--- src/snowball_pkg.sv ---
`default_nettype none

package snowball_pkg;

  // ------------------------------------------------------------
  // address fields
  // ------------------------------------------------------------
  localparam int WORD_W    = 32;  // data and address
  localparam int IDX_W     = 8;   // cache line index, addr 9:2
  localparam int TLB_IDX_W = 8;   // translation index, addr 17:10
  localparam int VTAG_W    = 14;  // page tag, addr 31:18
  localparam int CTAG_W    = VTAG_W + TLB_IDX_W;  // stored cache tag

  // ------------------------------------------------------------
  // translation entry, as written by the cpu
  // ------------------------------------------------------------
  typedef struct packed {
    logic [15:0] ptag;  // low 14 bits used
    logic [15:0] vtag;  // low 14 bits used
  } tlb_entry_t;

  typedef union packed {
    logic [WORD_W-1:0] raw;
    tlb_entry_t        entry;
  } tlb_word_u;

  // ------------------------------------------------------------
  // controller
  // ------------------------------------------------------------
  typedef enum logic [2:0] {
    ST_IDLE,
    ST_LOOKUP,
    ST_BUS,
    ST_DONE,
    ST_FAULT
  } ctrl_state_e;

endpackage

`default_nettype wire
--- src/snowball_cache_ctrl.sv ---
`timescale 1ns/10ps
`default_nettype none

module snowball_cache_ctrl (
  input  wire                              CPU_CLK,
  input  wire                              RST,
  // cpu side
  input  wire [snowball_pkg::WORD_W-1:0]   cpu_addr,
  input  wire [snowball_pkg::WORD_W-1:0]   cpu_wdata,
  input  wire                              cpu_we,
  input  wire                              cpu_enable,
  input  wire                              tlb_we,
  input  wire                              cache_inhibit,
  input  wire                              vmem_act,
  output logic [snowball_pkg::WORD_W-1:0]  cpu_rdata,
  output logic                             cpu_busy,
  output logic                             mmu_fault,
  // translation buffer
  output logic                             lookup_en,
  output logic [snowball_pkg::WORD_W-1:0]  lookup_addr,
  output logic                             tlb_vmem,
  output logic                             update_en,
  output snowball_pkg::tlb_word_u          update_word,
  input  wire [snowball_pkg::VTAG_W-1:0]   ptag,
  input  wire                              fault,
  // cache rams
  output logic                             ram_re,
  output logic [snowball_pkg::IDX_W-1:0]   ram_raddr,
  output logic                             data_we,
  output logic [snowball_pkg::IDX_W-1:0]   data_waddr,
  output logic [snowball_pkg::WORD_W-1:0]  data_wdata,
  output logic [snowball_pkg::CTAG_W-1:0]  tag_wdata,
  input  wire [snowball_pkg::WORD_W-1:0]   data_rdata,
  input  wire [snowball_pkg::CTAG_W-1:0]   tag_rdata,
  // wishbone master
  output logic [snowball_pkg::WORD_W-1:0]  wb_adr,
  output logic [snowball_pkg::WORD_W-1:0]  wb_dat_w,
  output logic                             wb_we,
  output logic                             wb_cyc,
  output logic                             wb_stb,
  input  wire [snowball_pkg::WORD_W-1:0]   wb_dat_r,
  input  wire                              wb_ack
);

  import snowball_pkg::*;

  ctrl_state_e         state;
  logic                accept;
  logic                hit;
  logic                line_fill;
  logic [2**IDX_W-1:0] line_vld;
  logic [IDX_W-1:0]    req_idx;
  logic [WORD_W-1:0]   req_addr;
  logic [WORD_W-1:0]   req_wdata;
  logic [WORD_W-1:0]   rdata_buf;
  logic                req_we;
  logic                req_tlb;
  logic                req_inh;

  assign accept  = (state == ST_IDLE) && cpu_enable;
  assign req_idx = req_addr[9:2];
  assign cpu_busy = (state == ST_BUS) || (state == ST_DONE) || (state == ST_FAULT);

  // ------------------------------------------------------------
  // translation and ram hookup
  // ------------------------------------------------------------
  assign lookup_en   = accept;
  assign lookup_addr = (state == ST_IDLE) ? cpu_addr : req_addr;
  assign tlb_vmem    = vmem_act;
  assign update_en   = (state == ST_DONE) && req_tlb;
  assign update_word = req_wdata;  // entry view decoded in the tlb

  assign ram_re     = accept;
  assign ram_raddr  = cpu_addr[9:2];
  assign data_we    = (state == ST_DONE) && line_fill;
  assign data_waddr = req_idx;
  assign data_wdata = rdata_buf;
  assign tag_wdata  = wb_adr[31:10];  // ptag + tlb index

  assign hit = line_vld[req_idx] && (tag_rdata == {ptag, req_addr[17:10]});

  // ------------------------------------------------------------
  // fsm
  // ------------------------------------------------------------
  always_ff @(posedge CPU_CLK)
  begin
    if (!RST)
    begin
      state     <= ST_IDLE;
      line_vld  <= '0;
      line_fill <= 1'b0;
      wb_cyc    <= 1'b0;
      wb_stb    <= 1'b0;
      wb_we     <= 1'b0;
      mmu_fault <= 1'b0;
    end
    else
    begin
      mmu_fault <= 1'b0;
      case (state)
        ST_IDLE:
          if (accept)
            state <= ST_LOOKUP;
        ST_LOOKUP:
        begin
          line_fill <= 1'b0;
          if (req_tlb)
            state <= ST_DONE;
          else if (fault)
            state <= ST_FAULT;
          else if (hit && !req_we && !req_inh)
            state <= ST_DONE;  // read hit
          else
          begin
            state     <= ST_BUS;
            wb_we     <= req_we;
            line_fill <= !req_inh;  // bypass leaves the line alone
          end
        end
        ST_BUS:
          if (!wb_cyc)
          begin
            wb_cyc <= 1'b1;
            wb_stb <= 1'b1;
          end
          else if (wb_ack)
          begin
            wb_cyc <= 1'b0;
            wb_stb <= 1'b0;
            wb_we  <= 1'b0;
            state  <= ST_DONE;
          end
        ST_DONE:
        begin
          if (line_fill)
            line_vld[req_idx] <= 1'b1;
          state <= ST_IDLE;
        end
        ST_FAULT:
        begin
          mmu_fault <= 1'b1;  // one cycle as busy falls
          state     <= ST_IDLE;
        end
        default:
          state <= ST_IDLE;
      endcase
    end
  end

  // request and data path
  always_ff @(posedge CPU_CLK)
  begin
    if (accept)
    begin
      req_addr  <= cpu_addr;
      req_wdata <= cpu_wdata;
      req_we    <= cpu_we;
      req_tlb   <= tlb_we;
      req_inh   <= cache_inhibit;
    end
    if (state == ST_LOOKUP)
    begin
      rdata_buf <= data_rdata;
      wb_adr    <= {ptag, req_addr[17:0]};
      wb_dat_w  <= req_wdata;
    end
    if ((state == ST_BUS) && wb_cyc && wb_ack)
      rdata_buf <= req_we ? req_wdata : wb_dat_r;
    if ((state == ST_DONE) && !req_we && !req_tlb)
      cpu_rdata <= rdata_buf;
  end

  a_stb_cyc: assert property (@(posedge CPU_CLK) disable iff (!RST)
    wb_stb |-> wb_cyc)
    else $error("wb_stb without wb_cyc");

  a_cyc_busy: assert property (@(posedge CPU_CLK) disable iff (!RST)
    wb_cyc |-> cpu_busy)
    else $error("bus cycle while cpu port idle");

endmodule

`default_nettype wire

--- config.mk ---
export PLATFORM = sky130hd
export DESIGN_NAME = snowball_cache_ctrl
export DESIGN_NICKNAME = d
export VERILOG_FILES = /design/src/snowball_pkg.sv /design/src/snowball_cache_ctrl.sv
export SDC_FILE = /design/constraint.sdc
export NUM_CORES = 1
export LEC_CHECK = 0
export ABC_AREA = 1
export BUFFER_PORTS_ARGS = -buffer_cell sky130_fd_sc_hd__buf_4
export CORE_MARGIN = 5
export CORE_UTILIZATION = 54
export CTS_BUF_LIST = sky130_fd_sc_hd__clkbuf_8 sky130_fd_sc_hd__clkbuf_16
export CTS_CLUSTER_SIZE = 30
export DETAILED_ROUTE_END_ITERATION = 12
export HOLD_SLACK_MARGIN = 0.12
export PLACE_DENSITY = 0.9
export SLEW_MARGIN = 40
export SYNTH_ARGS = -nofsm -noshare
export SYNTH_HDL_FRONTEND = slang
export SYNTH_SLANG_ARGS = --single-unit
--- constraint.sdc ---
create_clock -name CPU_CLK -period 8.8 [get_ports CPU_CLK]
set_input_delay 1.32 -clock CPU_CLK [delete_from_list [all_inputs] [get_ports CPU_CLK]]
set_output_delay 1.32 -clock CPU_CLK [all_outputs]
set_load 0.05 [all_outputs]
# After elaboration in Yosys (flattened, before gate mapping)

Cells that the tools add are included.

Bitwise operators: 1
Reductions and logical operators: 23
Mux-type cells: 28
Magnitude comparators: 2
Equality and inequality tests: 12

Operator list:

| kind                                                                                | number |
|---|---|
| 256-bit OR                                                                          | 1 |
| 32-bit two-way mux                                                                  | 4 |
| 22-bit equality test                                                                | 1 |
| 1-bit two-way mux                                                                   | 15 |
| 3-bit two-way mux                                                                   | 5 |
| 2-bit != test, second input constant                                                | 6 |
| 1-bit logical AND                                                                   | 11 |
| 8-bit by 9-bit < comparator with 1-bit output, second input constant                | 1 |
| 3-bit one-hot mux with 3 select lines                                               | 1 |
| 1-bit binary-select mux with 8-bit select                                           | 1 |
| 1-bit demux with 8-bit select                                                       | 1 |
| 8-bit by 1-bit greater-or-equal comparator with 1-bit output, second input constant | 1 |
| 3-bit by 2-bit equality test with 1-bit output, second input constant               | 2 |
| 6-bit AND reduction                                                                 | 1 |
| 2-bit AND reduction                                                                 | 2 |
| 2-bit nonzero test                                                                  | 2 |
| 3-bit by 1-bit equality test with 1-bit output, second input constant               | 1 |
| 3-bit equality test, second input constant                                          | 1 |
| 1-bit zero test                                                                     | 3 |
| 3-bit zero test                                                                     | 1 |
| 3-bit AND reduction                                                                 | 1 |
| 1-bit logical OR                                                                    | 2 |
| 2-bit by 1-bit != test with 1-bit output, second input constant                     | 1 |
| 1-bit one-hot mux with 2 select lines                                               | 1 |

Flip-flop bits (word level): 459
Input port bits: 173
Output and inout bits: 240
Word-level logic and storage cells: 82

# Longest topological paths before layout

Depth in word-level cells: 9
Gate-level depth with buffers: 21
Mapped depth without buffers: 19

# Worst setup path after synthesis

Ideal clock, no wire load.

Kind: reg-to-reg
Start: register state[0]
End: register rdata_buf[0] (netlist: data_wdata[0]) (enable)
Path buffers: 0
Stages on the path, launching flop included: 5
Setup time: 0.466 ns
Period minus slack after synthesis: 7.164 ns
Arrival time: 6.699 ns
Data required time: 8.334 ns
Setup slack: 1.636 ns
Path through: dfxtp_1 -> inv_1 -> nor3_1 -> inv_1 -> o21ai_0

Longest elaborated chain between the ends: 4
Elaborated cells on any way between the ends: 5
Those cells by class: eq/ne: 2; reduce/logical: 3

Ends and longest elaborated chain:

| element                                        | line                       | RTL |
|---|---|---|
| start, declared                                | snowball_cache_ctrl.sv:47  | `ctrl_state_e state;` |
| start signal, assigned                         | snowball_cache_ctrl.sv:89  | `state <= ST_IDLE;` |
| start signal, assigned                         | snowball_cache_ctrl.sv:103 | `state <= ST_LOOKUP;` |
| start signal, assigned                         | snowball_cache_ctrl.sv:108 | `state <= ST_DONE;` |
| 3-bit by 2-bit equality test with 1-bit output | snowball_cache_ctrl.sv:167 | `if ((state == ST_BUS) && wb_cyc && wb_ack)` |
| 1-bit logical AND (2 in a row)                 | snowball_cache_ctrl.sv:167 |  |
| 2-bit nonzero test (no source line) *          | --                         |  |
| end signal, assigned                           | snowball_cache_ctrl.sv:163 | `rdata_buf <= data_rdata;` |
| end signal, assigned                           | snowball_cache_ctrl.sv:168 | `rdata_buf <= req_we ? req_wdata : wb_dat_r;` |
| end, declared                                  | snowball_cache_ctrl.sv:55  | `logic [WORD_W-1:0] rdata_buf;` |

Every way passes the cells marked *; elsewhere a longest branch is shown, timed or not.
A chain may end at the register's enable or synchronous reset.

# Final worst setup path

Start: register state[1]
End: output ram_re

Longest elaborated chain between the ends: 2

Ends and longest elaborated chain:

| element           | line                      | RTL |
|---|---|---|
| 3-bit zero test   | snowball_cache_ctrl.sv:60 | `assign accept = (state == ST_IDLE) && cpu_enable;` |
| 1-bit logical AND | snowball_cache_ctrl.sv:60 |  |
| end, declared     | snowball_cache_ctrl.sv:27 | `output logic ram_re,` |

No other way between the ends.

==> summary.md <==
| Metric | Value |
|---|---|
| Pwr/cell area | `266 nW/um^2` |
| Min-delay src | `req_addr[15]` |
| Post-Route Utilization | `0.681` |
| Critical path type | `register to primary output` |
| Fill cells | `2559` |
| Input/output buffers | `410` |
| Via count | `17700` |
| Clock Root Buffer | `clkbuf_16` |
| Arr. time, crit path | `3.28 ns` |
| Synthesized flop and latch total | `459` |
| R2R Path End | `wb_we` |
| Total core area | `34500 um^2` |
| GR Util All Layers | `0.328` |
| Layout cells sized above 1 | `0.217` |
| DIE WIDTH | `between 150 and 200 um` |
| Cells after Synth | `approximately 2200` |
| Worst hold stages | `0` |
| Total CTS buffers | `46` |
| Unique masters post-synth | `31` |
| Hold-fix buffers at CTS | `0` |
| Seq/Total Area, Yosys | `0.589` |
| Worst-path maximum fanout | `49` |
| Syn Area/Cell | `8.55 um^2` |
| Yosys top cell area share | `0.310` |
| CTS tree | `done` |
| Fin. Hold Viols | `0` |
| Layout net count | `~2700` |
| Starting Density | `0.548` |
| Outcome | `finished clean` |
| Detailed-route DRC error count | `0` |
| Synth Cell Area | `around 19000 um^2` |
| Hold Path Sink | `wb_adr[15]` |
| Yosys Warn Count | `0` |
| Final Setup Violations | `0` |
| Most frequent cell after synthesis | `nand2_1` |
| Initial antenna violation count | `5` |
| Flop2flop setup slack | `5.34 ns` |
| Largest area contributor in the netlist | `edfxtp_1` |
| Synth area leaders | `edfxtp_1 31%, dfxtp_1 28%, nand2_1 12%, a21oi_1 5.9%, nor2_1 5.4%` |
| CTS Sinks | `459` |
| Post-synth EDFFs | `195` |
| Predominant post-synthesis flop cell | `dfxtp_1` |
| GP Congestion | `1.01` |
| Die area | `38900 um^2` |
| DR pass1 iterations | `6` |
| Setup TNS | `0 ns` |
| Max_cap viols | `0` |
| P_leak | `approximately 9.6 nW` |
| Vias in the first global route | `16400` |
| GR Overflow Total | `0` |
| Chip height | `197 um` |
| R2R Path Start | `req_addr[2]` |
| Pins Over Slew Limit | `0` |
| Crit end category | `primary output` |
| Area Overhead vs Synth | `24.4%` |
| Dpl hpwl | `46.2 mm` |
| Peak supply drop | `283 uV` |
| Worst reg2reg path depth | `19` |
| Worst Tran Pin Value | `0.893 ns` |
| Longest Clk Path Bufs | `3` |
| Ports | `just over 400` |
| Worst hold path class | `register to register` |
| Worst path required time | `approximately 7.5 ns` |
| Drt initial violations | `2244` |
| Largest net degree at the start of global routing | `129` |
| Post-synth net total | `~2400` |
| Worst-Skew Late Latency | `between 0.5 and 0.6 ns` |
| CP Launch Type | `register` |
| Routed length per instance | `22.4 um` |
| First-pass GRT wire length | `98.7 mm` |
| FP Rows | `68` |
| Synth async-reset ratio | `0` |
| DRT Wirelength | `67.4 mm` |
| Final instance area | `23500 um^2` |
| Via density | `5.86` |
| Post-CTS Resized | `0` |
| Final setup skew | `about 0.037 ns` |
| Area after DPL | `22000 um^2` |
| Worst-path clk slew | `about 0.060 ns` |
| Fmax achieved | `roughly 0.22 GHz` |
| Postcts setup bufs | `0` |
| RSZ-0062 raised after global routing | `no` |
| H-tree Lvls | `2` |
| Tcrit/Tclk final | `0.523` |
| Detail Route Antenna Nets | `0` |
| Final worst path period need | `4.60 ns` |
| Commonest cells in the netlist | `623 x nand2_1, 273 x nor2_1, 264 x dfxtp_1` |
| Slew margin rel. | `0.405` |
## per-layer routing
metal,vias to the layer above,part of all wire,GRT usage
li1,7846,-,-
met1,8374,0.37,0.439
met2,1236,0.47,0.539
met3,216,0.12,0.0604
met4,4,0.043,0.119
met5,-,0.00040,0
## worst max path at each step
stage | from | end | slack, ns | depth (start not counted)
4_1_cts | state[1] | ram_re | 4.25 | 6
6_report | state[1] | ram_re | 4.20 | 6
2_1_floorplan | state[0] | data_wdata[0] | 1.64 | 4
5_1_grt | state[1] | ram_re | 4.14 | 6
3_5_place_dp | cpu_enable | ram_re | 4.38 | 5
3_3_place_gp | cpu_enable | ram_re | 4.40 | 5
## layout make-up
cell class | instances | area [um^2] | share of cell area
Antenna cell | 4 | 10.0 | 0.000425
Clock buffer | 59 | 1360 | 0.0579
Clock inverter | 21 | 124 | 0.00526
Inverter | 150 | 568 | 0.0241
Multi-Input combinational cell | 1428 | 6440 | 0.274
Sequential cell | 459 | 11100 | 0.473
Tap cell | 455 | 569 | 0.0242
Timing Repair Buffer | 439 | 3320 | 0.141
## cell families (layout without fill, tap and decap cells)
kind of cell	count (synthesis)	after routing	synth area share
flip-flops	459	459	0.589
AO/OA/AOI/OAI	443	443	0.125
buffers and inverters	326	669	0.0772
other	0	4	0
XOR/XNOR	6	6	0.00278
AND/OR/NAND/NOR	961	961	0.195
multiplexers	18	18	0.0107
## critical path, cell delays in order (launching register included)
cell	delay, ns
dfxtp_1	0.36
nor2_1	0.23
nand2_2	0.07
buf_4	0.32
nor2_4	0.74
buf_4	0.65
buf_4	0.32
## cells in the final DEF, fill, tap and decap left out, types with 3 or more instances in the layout
master / count
a21oi_1: 222
o21ai_0: 83
clkbuf_16: 49
inv_2: 4
nand2_1: 622
clkinv_2: 3
xor2_1: 4
o21ai_1: 32
inv_1: 160
clkbuf_8: 11
nand3_1: 43
dfxtp_1: 264
diode_2: 4
a31oi_1: 93
nor3_1: 11
buf_6: 3
buf_4: 434
mux2_2: 18
nor2_1: 255
nor2_2: 15
o22ai_1: 4
nor2_4: 6
edfxtp_1: 195
## metrics by stage
| step | setup slack, ns | std cells | total power [mW] | hold WS (ns) |
|---|---|---|---|---|
| after floorplan | 1.64 | 2213 | 3.76 | 0.420 |
| after global placement | 4.40 | 2930 | 4.32 | 0.429 |
| after detailed placement | 4.38 | 2931 | 4.36 | 0.439 |
| after CTS | 4.25 | 3011 | 6.26 | 0.448 |
| after global routing | 4.14 | 3013 | 6.42 | 0.455 |
| final | 4.20 | 3015 | 6.27 | 0.444 |
## flip-flops by register name (all words and copies together), names as in the netlist, 3 cells and up
register,flops
wb_dat_w,32
cpu_rdata,32
req_addr,32
data_wdata,32
state,3
line_vld,256
update_word,32
wb_adr,32
## where the power goes
group          switching [mW]  total (mW)  leakage (nW)  internal (mW)
Sequential              0.133        2.58          3.94           2.45
Combinational            1.36        1.77          4.85          0.409
Clock                   0.804        1.92         0.793           1.11
No activity file was read; power rests on OpenSTA's default activity.
